## src/design/timer_bus_pkg.sv

```systemverilog
// timer subsystem bus definitions

package timer_bus_pkg;

    // one bus word, data or address
    typedef logic [31:0] bus_word_t;

    // one enable bit per byte lane
    typedef logic [3:0] byte_en_t;

    // timer region, 4 KiB at the peripheral base
    localparam bus_word_t TIMER_REGION_BASE = 32'h4000_0000;
    localparam bus_word_t TIMER_REGION_MASK = 32'hFFFF_F000;

    // each timer owns 256 bytes, index sits above the offset
    localparam int TIMER_STRIDE_LSB = 8;
    localparam int TIMER_IDX_BITS   = 4;

    // register offsets inside one timer
    localparam logic [TIMER_STRIDE_LSB-1:0] REG_CTRL   = 8'h00;
    localparam logic [TIMER_STRIDE_LSB-1:0] REG_RELOAD = 8'h04;
    localparam logic [TIMER_STRIDE_LSB-1:0] REG_COUNT  = 8'h08;  // read only

    // control register bits
    localparam int CTRL_EN      = 0;
    localparam int CTRL_IRQ_EN  = 1;
    localparam int CTRL_PENDING = 2;  // write 1 to clear
    localparam int CTRL_AUTO    = 3;

endpackage
```

## src/design/obi_slave_if.sv

```systemverilog
// request/grant bus link to one slave
`timescale 1ns/10ps

interface obi_slave_if;

    logic                      req;
    logic                      gnt;
    timer_bus_pkg::bus_word_t  addr;
    logic                      we;
    timer_bus_pkg::byte_en_t   be;
    timer_bus_pkg::bus_word_t  wdata;

    // response, one cycle after acceptance
    logic                      rvalid;
    timer_bus_pkg::bus_word_t  rdata;

    modport master (
        output req,
        output addr,
        output we,
        output be,
        output wdata,
        input  gnt,
        input  rvalid,
        input  rdata
    );

    modport slave (
        input  req,
        input  addr,
        input  we,
        input  be,
        input  wdata,
        output gnt,
        output rvalid,
        output rdata
    );

endinterface

```

## src/design/timer_subsys_top.sv

```systemverilog
// timer subsystem top level
`timescale 1ns/10ps

module timer_subsys_top #(
    parameter int NUM_TIMERS = 3  // 1 to 16
) (
    input  logic                     clk_i,
    input  logic                     reset_i,

    // bus master side
    input  logic                     req_i,
    input  logic                     we_i,
    input  timer_bus_pkg::bus_word_t addr_i,
    input  timer_bus_pkg::bus_word_t wdata_i,
    input  timer_bus_pkg::byte_en_t  be_i,
    output logic                     gnt_o,
    output logic                     rvalid_o,
    output timer_bus_pkg::bus_word_t rdata_o,

    output logic [NUM_TIMERS-1:0]    irq_o   // one per timer
);

    logic [timer_bus_pkg::TIMER_IDX_BITS-1:0] resp_sel;
    logic                                     resp_miss;
    logic                                     req_accepted;

    obi_slave_if tmr_bus [NUM_TIMERS] ();

    assign req_accepted = req_i & gnt_o;

    obi_addr_decoder #(
        .NUM_TIMERS (NUM_TIMERS)
    ) u_decoder (
        .clk_i       (clk_i),
        .reset_i     (reset_i),
        .req_i       (req_i),
        .we_i        (we_i),
        .addr_i      (addr_i),
        .wdata_i     (wdata_i),
        .be_i        (be_i),
        .gnt_o       (gnt_o),
        .resp_sel_o  (resp_sel),
        .resp_miss_o (resp_miss),
        .tmr         (tmr_bus)
    );

    for (genvar i = 0; i < NUM_TIMERS; i++) begin : g_timer
        timer_unit u_timer (
            .clk_i   (clk_i),
            .reset_i (reset_i),
            .bus     (tmr_bus[i]),
            .irq_o   (irq_o[i])
        );
    end

    obi_resp_mux #(
        .NUM_TIMERS (NUM_TIMERS)
    ) u_resp_mux (
        .clk_i          (clk_i),
        .reset_i        (reset_i),
        .req_accepted_i (req_accepted),
        .resp_sel_i     (resp_sel),
        .resp_miss_i    (resp_miss),
        .tmr            (tmr_bus),
        .rvalid_o       (rvalid_o),
        .rdata_o        (rdata_o)
    );

endmodule

```

## src/design/obi_resp_mux.sv

```systemverilog
// response path back to the bus master
`timescale 1ns/10ps

module obi_resp_mux #(
    parameter int NUM_TIMERS = 3
) (
    input  logic                                     clk_i,
    input  logic                                     reset_i,
    input  logic                                     req_accepted_i,
    input  logic [timer_bus_pkg::TIMER_IDX_BITS-1:0] resp_sel_i,
    input  logic                                     resp_miss_i,
    obi_slave_if.slave                               tmr [NUM_TIMERS],
    output logic                                     rvalid_o,
    output timer_bus_pkg::bus_word_t                 rdata_o
);

    localparam int IDX_BITS = timer_bus_pkg::TIMER_IDX_BITS;

    logic [IDX_BITS-1:0]      sel_q;
    logic                     miss_q;
    logic [NUM_TIMERS-1:0]    tmr_rvalid;
    timer_bus_pkg::bus_word_t tmr_rdata [NUM_TIMERS];
    logic                     sel_rvalid;
    timer_bus_pkg::bus_word_t sel_rdata;

    for (genvar i = 0; i < NUM_TIMERS; i++) begin : g_resp
        assign tmr_rvalid[i] = tmr[i].rvalid;
        assign tmr_rdata[i]  = tmr[i].rdata;
    end

    always_ff @(posedge clk_i) begin
        if (reset_i) begin
            sel_q  <= '0;
            miss_q <= 1'b0;
        end else begin
            miss_q <= req_accepted_i & resp_miss_i;  // one cycle pulse
            if (req_accepted_i) begin
                sel_q <= resp_sel_i;
            end
        end
    end

    always_comb begin
        sel_rvalid = 1'b0;
        sel_rdata  = '0;
        for (int i = 0; i < NUM_TIMERS; i++) begin
            if (sel_q == IDX_BITS'(i)) begin
                sel_rvalid = tmr_rvalid[i];
                sel_rdata  = tmr_rdata[i];
            end
        end
    end

    // unmapped access answers with zero data
    assign rvalid_o = miss_q | sel_rvalid;
    assign rdata_o  = miss_q ? '0 : sel_rdata;

endmodule

```

## src/design/timer_unit.sv

```systemverilog
// bus mapped down-counting timer
`timescale 1ns/10ps

module timer_unit (
    input  logic       clk_i,
    input  logic       reset_i,
    obi_slave_if.slave bus,
    output logic       irq_o
);

    localparam int OFS_BITS = timer_bus_pkg::TIMER_STRIDE_LSB;
    localparam int EN       = timer_bus_pkg::CTRL_EN;
    localparam int IRQ_EN   = timer_bus_pkg::CTRL_IRQ_EN;
    localparam int PENDING  = timer_bus_pkg::CTRL_PENDING;
    localparam int AUTO     = timer_bus_pkg::CTRL_AUTO;

    logic [3:0]                ctrl_q;
    timer_bus_pkg::bus_word_t  reload_q;
    timer_bus_pkg::bus_word_t  count_q;
    timer_bus_pkg::bus_word_t  read_word;
    timer_bus_pkg::bus_word_t  rdata_q;
    logic                      rvalid_q;
    logic                      irq_q;
    logic [OFS_BITS-1:0]       offset;
    logic                      accept;
    logic                      wr_ctrl;
    logic                      wr_reload;
    logic                      pend_clr;
    logic                      expire;

    assign bus.gnt = 1'b1;  // never stalls
    assign accept  = bus.req & bus.gnt;
    assign offset  = bus.addr[OFS_BITS-1:0];

    // control bits all live in byte lane 0
    assign wr_ctrl   = accept & bus.we & bus.be[0] & (offset == timer_bus_pkg::REG_CTRL);
    assign wr_reload = accept & bus.we & (offset == timer_bus_pkg::REG_RELOAD);
    assign pend_clr  = wr_ctrl & bus.wdata[PENDING];
    assign expire    = ctrl_q[EN] & (count_q == '0);

    always_ff @(posedge clk_i) begin
        if (reset_i) begin
            ctrl_q  <= '0;
            count_q <= '0;
        end else begin
            // a timeout in the same cycle beats a software clear
            ctrl_q[PENDING] <= expire | (ctrl_q[PENDING] & ~pend_clr);

            if (wr_ctrl) begin
                ctrl_q[EN]     <= bus.wdata[EN];
                ctrl_q[IRQ_EN] <= bus.wdata[IRQ_EN];
                ctrl_q[AUTO]   <= bus.wdata[AUTO];
            end else if (expire && !ctrl_q[AUTO]) begin
                ctrl_q[EN] <= 1'b0;  // one-shot stops
            end

            if ((wr_ctrl && bus.wdata[EN]) || expire) begin
                count_q <= reload_q;
            end else if (ctrl_q[EN]) begin
                count_q <= count_q - 1'b1;
            end
        end
    end

    always_ff @(posedge clk_i) begin
        if (reset_i) begin
            reload_q <= '0;
        end else if (wr_reload) begin
            for (int b = 0; b < 4; b++) begin
                if (bus.be[b]) begin
                    reload_q[8*b +: 8] <= bus.wdata[8*b +: 8];
                end
            end
        end
    end

    always_comb begin
        unique case (offset)
            timer_bus_pkg::REG_CTRL:   read_word = timer_bus_pkg::bus_word_t'(ctrl_q);
            timer_bus_pkg::REG_RELOAD: read_word = reload_q;
            timer_bus_pkg::REG_COUNT:  read_word = count_q;
            default:                   read_word = '0;  // hole in the map
        endcase
    end

    // response one cycle after acceptance
    always_ff @(posedge clk_i) begin
        if (reset_i) begin
            rvalid_q <= 1'b0;
        end else begin
            rvalid_q <= accept;
        end
    end

    always_ff @(posedge clk_i) begin
        if (accept) begin
            rdata_q <= bus.we ? '0 : read_word;
        end
    end

    always_ff @(posedge clk_i) begin
        if (reset_i) begin
            irq_q <= 1'b0;
        end else begin
            irq_q <= ctrl_q[PENDING] & ctrl_q[IRQ_EN];
        end
    end

    assign bus.rvalid = rvalid_q;
    assign bus.rdata  = rdata_q;
    assign irq_o      = irq_q;

endmodule

```

## src/design/obi_addr_decoder.sv

```systemverilog
// timer region address decoder
`timescale 1ns/10ps

module obi_addr_decoder #(
    parameter int NUM_TIMERS = 3
) (
    input  logic                                     clk_i,
    input  logic                                     reset_i,
    input  logic                                     req_i,
    input  logic                                     we_i,
    input  timer_bus_pkg::bus_word_t                 addr_i,
    input  timer_bus_pkg::bus_word_t                 wdata_i,
    input  timer_bus_pkg::byte_en_t                  be_i,
    output logic                                     gnt_o,
    output logic [timer_bus_pkg::TIMER_IDX_BITS-1:0] resp_sel_o,
    output logic                                     resp_miss_o,
    obi_slave_if.master                              tmr [NUM_TIMERS]
);

    localparam int IDX_BITS = timer_bus_pkg::TIMER_IDX_BITS;
    localparam int IDX_LSB  = timer_bus_pkg::TIMER_STRIDE_LSB;

    logic                  region_hit;
    logic [IDX_BITS-1:0]   idx;
    logic                  hit;
    logic [NUM_TIMERS-1:0] tmr_gnt;
    logic                  sel_gnt;

    assign region_hit = (addr_i & timer_bus_pkg::TIMER_REGION_MASK)
                        == timer_bus_pkg::TIMER_REGION_BASE;
    assign idx        = addr_i[IDX_LSB +: IDX_BITS];
    assign hit        = region_hit && (int'(idx) < NUM_TIMERS);  // index past the array misses

    // request goes to one link only, payload is shared
    for (genvar i = 0; i < NUM_TIMERS; i++) begin : g_link
        assign tmr[i].req   = req_i & hit & (idx == IDX_BITS'(i));
        assign tmr[i].addr  = addr_i;
        assign tmr[i].we    = we_i;
        assign tmr[i].be    = be_i;
        assign tmr[i].wdata = wdata_i;
        assign tmr_gnt[i]   = tmr[i].gnt;
    end

    always_comb begin
        sel_gnt = 1'b0;
        for (int i = 0; i < NUM_TIMERS; i++) begin
            if (idx == IDX_BITS'(i)) begin
                sel_gnt = tmr_gnt[i];
            end
        end
    end

    // misses are granted here and never reach a timer
    assign gnt_o       = req_i & (hit ? sel_gnt : 1'b1);
    assign resp_sel_o  = idx;
    assign resp_miss_o = ~hit;

endmodule

```

## config.mk

```make
export PLATFORM = sky130hd
export DESIGN_NAME = timer_subsys_top
export DESIGN_NICKNAME = d
export VERILOG_FILES = /design/src/design/timer_bus_pkg.sv /design/src/design/obi_slave_if.sv /design/src/design/timer_subsys_top.sv /design/src/design/obi_resp_mux.sv /design/src/design/timer_unit.sv /design/src/design/obi_addr_decoder.sv
export SDC_FILE = /design/constraint.sdc
export NUM_CORES = 1
export LEC_CHECK = 0
export BUFFER_PORTS_ARGS = -buffer_cell sky130_fd_sc_hd__buf_2
export CORE_MARGIN = 2
export CORE_UTILIZATION = 65
export DETAILED_ROUTE_END_ITERATION = 10
export PLACE_DENSITY = 0.84
export SETUP_SLACK_MARGIN = 0.02
export SLEW_MARGIN = 40
export SYNTH_ARGS = -nofsm -noshare
export SYNTH_HDL_FRONTEND = slang
export SYNTH_SLANG_ARGS = --single-unit
```

## constraint.sdc

```tcl
create_clock -name clk_i -period 8.35 [get_ports clk_i]
set_clock_uncertainty 0.05 [all_clocks]
set_input_delay 0.835 -clock clk_i [delete_from_list [all_inputs] [get_ports clk_i]]
set_output_delay 0.835 -clock clk_i [all_outputs]
set_load 0.01 [all_outputs]
```

==> results.txt, run 1 <==
num rows - 55
worst-path maximum fanout - 85
area share of fa/ha/maj cells after synthesis - 0.5039%
first-pass GRT wire length - 66500 µm
post-CTS sizing - 0
Hold Crit Depth - 2
Setup violations, final - 0
WL per Instance - 22.19 µm
worst setup path endpoint - g_timer[0].u_timer.reload_q[8]$_SDFFE_PP0P_
Longest Clk Path Bufs - 3
Final Core Density - 74.16%
# hold bufs at CTS - 0
Main synth FF type - dfxtp_1
post-CTS setup buffer count - 0
CP startpoint - addr_i[2]
Slew HR - 41.23%
Power Density - 186.0 nW/µm²
R2R Setup Slk - 5.28 ns
XOR/XNOR Fraction of Synth Area - 5.174%
routed via count - 12565
Crit path required time - 8.73 ns
Post-DRT Antenna Nets - 0
global placer's final weighted congestion - 0.9066
mux cell area share after synthesis - 8.004%
Clock Latency Late Sink - 0.52 ns
cell count after synthesis - 1541
core area - 22570 µm²
kind of end point of the critical path - flip-flop
WHS - 0.4343 ns
CP Data Arrival Time - 4.41 ns
die height - 155.4 µm
Initial Util - 66.00%
leakage power figure - 5.645 nW
slowest stage cell on the critical path - nor3_2
simple-gate share of the synthesized area - 21.33%
Initial DRT Pass Iterations - 7
max-slew violations - 0
DRT iter0 DRCs - 1717
post-layout min period - 4.026 ns
H-tree Lvls - 2
IO buf count - 108
sum of negative setup slack - 0 ns
largest family of logic cells by synthesized area - simple AND/OR/NAND/NOR gates
IO Pins - 109
die width - 155.4 µm
outcome - finished clean
GR Util All Layers - 35.19%
IR drop worst, VDD - 142.5 µV
Post-synth ARST share - 0%
Post-synth EDFFs - 96
YS warnings - 0
HPWL after detailed placement - 28390 µm
Critical Path Stages - 7
die area - 24140 µm²
maxcap violations - 0
final hold violations - 0
Area Overhead vs Synth - 12.37%
clock slew at reported path FFs - 0.06 ns
# clock sinks - 311
syn_nets - 1619
DRC violations left - 0
fmax - 0.2484 GHz
slowest stage delay, CP - 0.87 ns
vias in the first global route - 11712
Netlist cell types - 57
DR vias/cell - 6.585
RSZ-0062 raised after global routing - no
delay-heaviest family, CP - simple AND/OR/NAND/NOR gates
pin count of the biggest net entering global routing - 150
initial antenna violation count - 1
Hold Path Class - reg -> reg
share of cells above drive strength 1 - 13.99%
critical-path cell list - buf_2 -> nor2b_2 -> and3_2 -> buf_6 -> nand2_1 -> nor3_2 -> mux2i_1
sequential-to-total area share from yosys stat - 48.24%
Root Buffer - clkbuf_16
FF-to-FF path depth - 7
final worst path period share - 48.21%
Slew @ Worst Pin - 0.8749 ns
Avg Inst Size Synth - 9.667 µm²
CTS tree - done
Reg-to-Reg Start - g_timer[0].u_timer.count_q[9]$_SDFFE_PP0P_
total CTS buffers - 34
Final Power - 3.114 mW
Syn Std Cell Area - 14900 µm²
gr ovfl total - 0
Net count, final - 1676
Setup CP Type - in -> reg
Startpoint Class - primary input
R2R Path End - g_timer[0].u_timer.count_q[26]$_SDFFE_PP0P_
CP bufs+invs - 2
Synth Area in Compound Gates - 13.67%
n_diodes - 0
Seq cells post-synth - 311
routed wire length - 42340 µm
-- stage by stage --
step           instances  setup slack (ns)  area (µm²)
6_report            1908             4.324       16740
5_1_grt             1908             4.118       16740
4_1_cts             1908             4.229       16720
3_5_place_dp        1847             3.724       15710
3_3_place_gp        1842             3.561       15560
2_1_floorplan       1541             4.579       14900
-- worst reg2reg max path, stage by stage (launching register included) --
cell      delay [ns]
dfxtp_1         0.37
or4_1           0.62
nor3_2          0.57
nand4_1         0.36
a21boi_4        0.24
buf_4           0.33
nor2_1          0.27
a211oi_1        0.08
-- report_power, final --
| part | internal [mW] | total (mW) | switching (mW) | leakage [nW] |
|---|---|---|---|---|
| sequential | 1.55 | 1.55 | 0.00223 | 2.45 |
| combinational | 0.0597 | 0.177 | 0.117 | 2.70 |
| clock | 0.792 | 1.39 | 0.594 | 0.490 |
| total | 2.40 | 3.11 | 0.714 | 5.65 |
-- cells in the mapped netlist, drive strengths merged (2+ instances only) --
cell / number / area share, %
nor2: 283 / 7.1
dfxtp: 215 / 29
mux2i: 118 / 7.9
a22oi: 117 / 5.9
nand2b: 103 / 4.3
edfxtp: 96 / 19
clkbuf: 94 / 2.4
a211oi: 89 / 4.9
nand2: 78 / 2.0
xnor2: 59 / 3.5
a21oi: 54 / 1.8
nor3: 39 / 1.7
nor4: 36 / 2.1
xor2: 29 / 1.7
or4: 16 / 0.91
or3: 15 / 0.71
buf: 13 / 0.50
nand3: 10 / 0.34
inv: 8 / 0.20
nand4: 8 / 0.34
nor4b: 8 / 0.47
ha: 6 / 0.50
a311oi: 5 / 0.29
and3: 4 / 0.17
nand4b: 4 / 0.24
nor3b: 4 / 0.20
o211ai: 4 / 0.20
o21ai: 4 / 0.13
nor2b: 3 / 0.13
and2: 2 / 0.084
and3b: 2 / 0.12
or2: 2 / 0.084
-- routing by layer --
metal	track usage, %	share of wire, %	vias up
li1	-	-	5671
met1	50.16	41	6050
met2	53.94	45	749
met3	7.744	11	95
met4	10.88	2.9	0
met5	0	0	-
-- state kept, by name, indices dropped and copies added, names as in the netlist --
name and cells:
u_resp_mux.sel_q 4, g_timer.u_timer.reload_q 96, g_timer.u_timer.irq_o 3, g_timer.u_timer.bus.rdata 96, g_timer.u_timer.ctrl_q 12, u_resp_mux.miss_q 1
g_timer.u_timer.count_q 96, g_timer.u_timer.bus.rvalid 3
-- cell families after synthesis --
group                    after synthesis
AO/OA/AOI/OAI                        280
XOR/XNOR                              88
adder cells (fa/ha/maj)                6
buffers and inverters                115
flip-flops                           311
multiplexers                         119
AND/OR/NAND/NOR                      622
-- worst min-delay path by stage --
| stage | start | end | slack (ns) |
|---|---|---|---|
| final | g_timer[0].u_timer.ctrl_q[2]$_SDFF_PP0_ | g_timer[0].u_timer.irq_o$_SDFF_PP0_ | 0.43 |
| after detailed placement | g_timer[2].u_timer.ctrl_q[1]$_SDFFE_PP0N_ | g_timer[2].u_timer.irq_o$_SDFF_PP0_ | 0.41 |
| after CTS | g_timer[2].u_timer.ctrl_q[1]$_SDFFE_PP0N_ | g_timer[2].u_timer.irq_o$_SDFF_PP0_ | 0.43 |
| after global placement | g_timer[2].u_timer.ctrl_q[1]$_SDFFE_PP0N_ | g_timer[2].u_timer.irq_o$_SDFF_PP0_ | 0.41 |
| after global routing | g_timer[2].u_timer.ctrl_q[1]$_SDFFE_PP0N_ | g_timer[2].u_timer.irq_o$_SDFF_PP0_ | 0.46 |
| after floorplan | g_timer[0].u_timer.ctrl_q[2]$_SDFF_PP0_ | g_timer[0].u_timer.irq_o$_SDFF_PP0_ | 0.37 |
-- area by class of cell --
type	instances	area, µm²
well taps	285	356.6
inverters	8	30.03
clock buffers	49	948.4
multi-input cells	1115	7352
fillers	1538	5832
flip-flops and latches	311	7187
clock inverters	12	62.56
repair buffers	128	803.3
-- placed cells by master (no fill, tap or decap), types with 5 or more instances in the layout --
cell / n
a211oi_1: 77
a211oi_2: 12
a21oi_1: 54
a22oi_1: 116
a311oi_1: 5
buf_2: 107
buf_4: 11
clkbuf_1: 12
clkbuf_16: 35
clkinv_1: 6
dfxtp_1: 215
edfxtp_1: 96
ha_1: 6
inv_1: 8
mux2i_1: 118
nand2_1: 78
nand2b_1: 103
nand3_1: 10
nand4_1: 8
nor2_1: 280
nor3_1: 26
nor3_2: 11
nor4_1: 29
nor4_4: 5
nor4b_1: 5
or3_1: 12
or4_1: 12
xnor2_1: 59
xor2_1: 29
Note: power is estimated with default switching activity, not from simulation.
==> inputs of run 2 (changes only) <==
--- a/config.mk
+++ b/config.mk
@@ -5,11 +5,12 @@
 export SDC_FILE = /design/constraint.sdc
 export NUM_CORES = 1
 export LEC_CHECK = 0
+export ABC_AREA = 1
 export BUFFER_PORTS_ARGS = -buffer_cell sky130_fd_sc_hd__buf_2
 export CORE_MARGIN = 2
-export CORE_UTILIZATION = 65
+export CORE_UTILIZATION = 62
 export DETAILED_ROUTE_END_ITERATION = 10
-export PLACE_DENSITY = 0.84
+export PLACE_DENSITY = 0.8
 export SETUP_SLACK_MARGIN = 0.02
 export SLEW_MARGIN = 40
 export SYNTH_ARGS = -nofsm -noshare
==> constraint.sdc (replaced) <==
create_clock -name clk_i -period 4.15 [get_ports clk_i]
set_clock_uncertainty 0.05 [all_clocks]
set_input_delay 0.415 -clock clk_i [delete_from_list [all_inputs] [get_ports clk_i]]
set_output_delay 0.415 -clock clk_i [all_outputs]
set_load 0.01 [all_outputs]
==> run 2 against run 1 <==
Sequential power is 100% higher. Largest power group unchanged. Synthesized cell count is 63% higher. Die area rose by 29%. Combinational power rose by 60%.
==> results.txt, run 2 <==
final worst path period share - 78.49%
max-slew violations - 0 (unchanged)
DRC violations left - 0 (unchanged)
Comb pwr share - 4.4% (-1.3 points)
Net count, final - 2613 (+56%)
Post-DRT Antenna Nets - 0 (unchanged)
RSZ-0062 raised after global routing - no
largest area contributor in the netlist - dfxtp_1
IR drop worst, VDD - 315.3 µV (+120%)
die area - 31180 µm² (+29%)
IO Pins - 109 (unchanged)
kind of end point of the critical path - output pin
Post-synth ARST share - 0% (unchanged)
most frequent cells in the layout - 471 x nand2_1, 401 x nor2_1, 371 x inv_1
Power Density - 318.7 nW/µm² (+71%)
die width - 176.6 µm (+14%)
Clock Latency Late Sink - 0.52 ns (about the same)
R2R Setup Slk - 1.34 ns (-3.94 ns)
Main synth FF type - dfxtp_1
top-area cell type share of the netlist area - 23.31% (-5.6 points)
Post-synth EDFFs - 96 (unchanged)
sequential-to-total area share from yosys stat - 38.92% (-9.3 points)
routed via count - 17954 (+43%)
core area - 29480 µm² (+31%)
total CTS buffers - 34 (unchanged)
register share of total power - 48.8% (-1.0 points)
Area contributors post-synth - dfxtp_1 23%, edfxtp_1 16%, nand2_1 9.6%
# clock sinks - 311 (unchanged)
HPWL after detailed placement - 42570 µm (+50%)
Hold Path Class - in -> reg
Seq cells post-synth - 311 (unchanged)
outcome - finished clean
H-tree Lvls - 2 (unchanged)
Final WS setup - 0.8928 ns (-3.432 ns)
top post-synthesis cells by count - 473 x nand2_1, 401 x nor2_1, 373 x inv_1, 215 x dfxtp_1, 187 x nand4_1
Netlist cell types - 38 (-33%)
Final Power - 6.395 mW (+110%)
die height - 176.6 µm (+14%)
Slew @ Worst Pin - 0.7982 ns (-0.07666 ns)
leakage power figure - 9.223 nW (+63%)
WL per Instance - 20.38 µm (-8.2%)
syn_nets - 2590 (+60%)
maxcap violations - 0 (unchanged)
final hold violations - 0 (unchanged)
routed wire length - 60110 µm (+42%)
CTS tree - done
most numerous cell in the Yosys netlist - nand2_1
Setup CP Type - reg -> out
Area Overhead vs Synth - 8.667%
Avg Inst Size Synth - 7.350 µm² (-24%)
Root Buffer - clkbuf_16
GR Util All Layers - 38.43% (+3.2 points)
fmax - 0.3070 GHz
Initial DRT Pass Iterations - 6 (-1)
worst-path maximum fanout - 38 (-55%)
DRT iter0 DRCs - 2070 (+21%)
YS warnings - 0 (unchanged)
cell count after synthesis - 2512 (+63%)
initial antenna violation count - 0 (-1)
Slew HR - 46.63% (+5.4 points)
DR vias/cell - 6.086 (-7.6%)
cell-internal power - 4.904 mW (+100%)
Initial Util - 62.63% (-3.4 points)
vias in the first global route - 16656 (+42%)
clock slew at reported path FFs - 0.06 ns (about the same)
power share of the clock group - 46.8% (+2.3 points)
first-pass GRT wire length - 93680 µm (+41%)
Post-Place Cells - 2889 (+56%)
pre-CTS setup slack - 1.311 ns (-2.413 ns)
# hold bufs at CTS - 0 (unchanged)
Finished Layout Cells - 2950 (+55%)
pin count of the biggest net entering global routing - 91 (-39%)
IO buf count - 108 (unchanged)
Longest Clk Path Bufs - 3 (unchanged)
share of cells above drive strength 1 - 12.81% (-1.2 points)
Filler Cell Count - 2533 (+65%)
Crit path required time - 3.68 ns (-5.05 ns)
CP Data Arrival Time - 2.79 ns (-1.62 ns)
most common cell after layout, fill and taps aside - nand2_1
post-layout min period - 3.257 ns
Syn Std Cell Area - 18460 µm² (+24%)
post-CTS sizing - 0 (unchanged)
global placer's final weighted congestion - 0.9481 (+4.6%)
NetSw - 1.490 mW (+110%)
Startpoint Class - flip-flop
Setup violations, final - 0 (unchanged)
Sw Ratio - 23.31% (+0.39 points)
num rows - 63 (+15%)
gr ovfl total - 0 (unchanged)
post-CTS setup buffer count - 0 (unchanged)
n_diodes - 0 (unchanged)
sum of negative setup slack - 0 ns (unchanged)
## run 2: cell count changes after synthesis, sizes merged, moves of 52 or more
cell,before,now
mux2i,118,0
nand3,10,160
a22oi,117,42
nand2b,103,0
inv,8,378
o21ai,4,63
buf,13,65
nor2,283,412
nand4,8,190
nand2,78,488
## run 2: cell type report
class / count / area [µm²] / share of cell area (%)
Timing Repair Buffer: 137 / 784.5 / 3.910
Sequential cell: 311 / 7187 / 35.82
Tap cell: 390 / 488.0 / 2.432
Inverter: 379 / 1429 / 7.121
Clock inverter: 14 / 102.6 / 0.5113
Multi-Input combinational cell: 1672 / 9092 / 45.32
Clock buffer: 47 / 980.9 / 4.889
## run 2: through the flow
step	utilization (%)	hold WS [ns]	instance area (µm²)
after global placement	64.33	0.4047	18960
after CTS	68.06	0.1685	20060
after floorplan	-	0.3730	18460
after global routing	68.06	0.1905	20060
final	68.06	0.1669	20060
after detailed placement	64.38	0.4078	18980
## run 2: logic make-up after synthesis
kind of cell             after synthesis  share of synthesized area (%)
AND/OR/NAND/NOR                     1270                          31.17
AO/OA/AOI/OAI                        329                          14.31
adder cells (fa/ha/maj)                6                         0.4066
flip-flops                           311                          38.92
buffers and inverters                529                          12.01
XOR/XNOR                              67                          3.178
## run 2: path summary, 6_finish.rpt
| path | start | end | cells past startpoint |
|---|---|---|---|
| max reg2reg | g_timer[2].u_timer.count_q[0]$_SDFFE_PP0P_ | g_timer[2].u_timer.count_q[5]$_SDFFE_PP0P_ | 12 |
| min reg2reg | g_timer[1].u_timer.ctrl_q[2]$_SDFF_PP0_ | g_timer[1].u_timer.irq_o$_SDFF_PP0_ | 2 |
| max | u_resp_mux.sel_q[3]$_SDFFE_PP0P_ | rdata_o[30] | 6 |
| min | addr_i[11] | u_resp_mux.sel_q[3]$_SDFFE_PP0P_ | 3 |
## run 2: layer usage
layer	vias up	GRT usage [%]	wire [µm]
li1	8386	-	-
met1	8383	53.27	24450
met2	1039	58.98	26640
met3	146	6.417	6249
met4	0	17.32	2770
met5	-	0	0
## run 2: power by group through the flow
stage                     Sequential [mW]  Clock (mW)  Combinational (mW)
after floorplan                      3.18           0               0.122
after global placement               3.18           0               0.270
after detailed placement             3.19           0               0.274
after CTS                            3.12        3.00               0.274
after global routing                 3.12        3.13               0.294
final                                3.12        2.99               0.283
## run 2: worst max-delay path, cell delays in order, from the launching register on
cell and delay, ns:
dfxtp_1 0.31, nor2_1 0.28, nand3_2 0.65, o21ai_0 0.55, o221ai_1 0.22, inv_1 0.10
buf_2 0.14
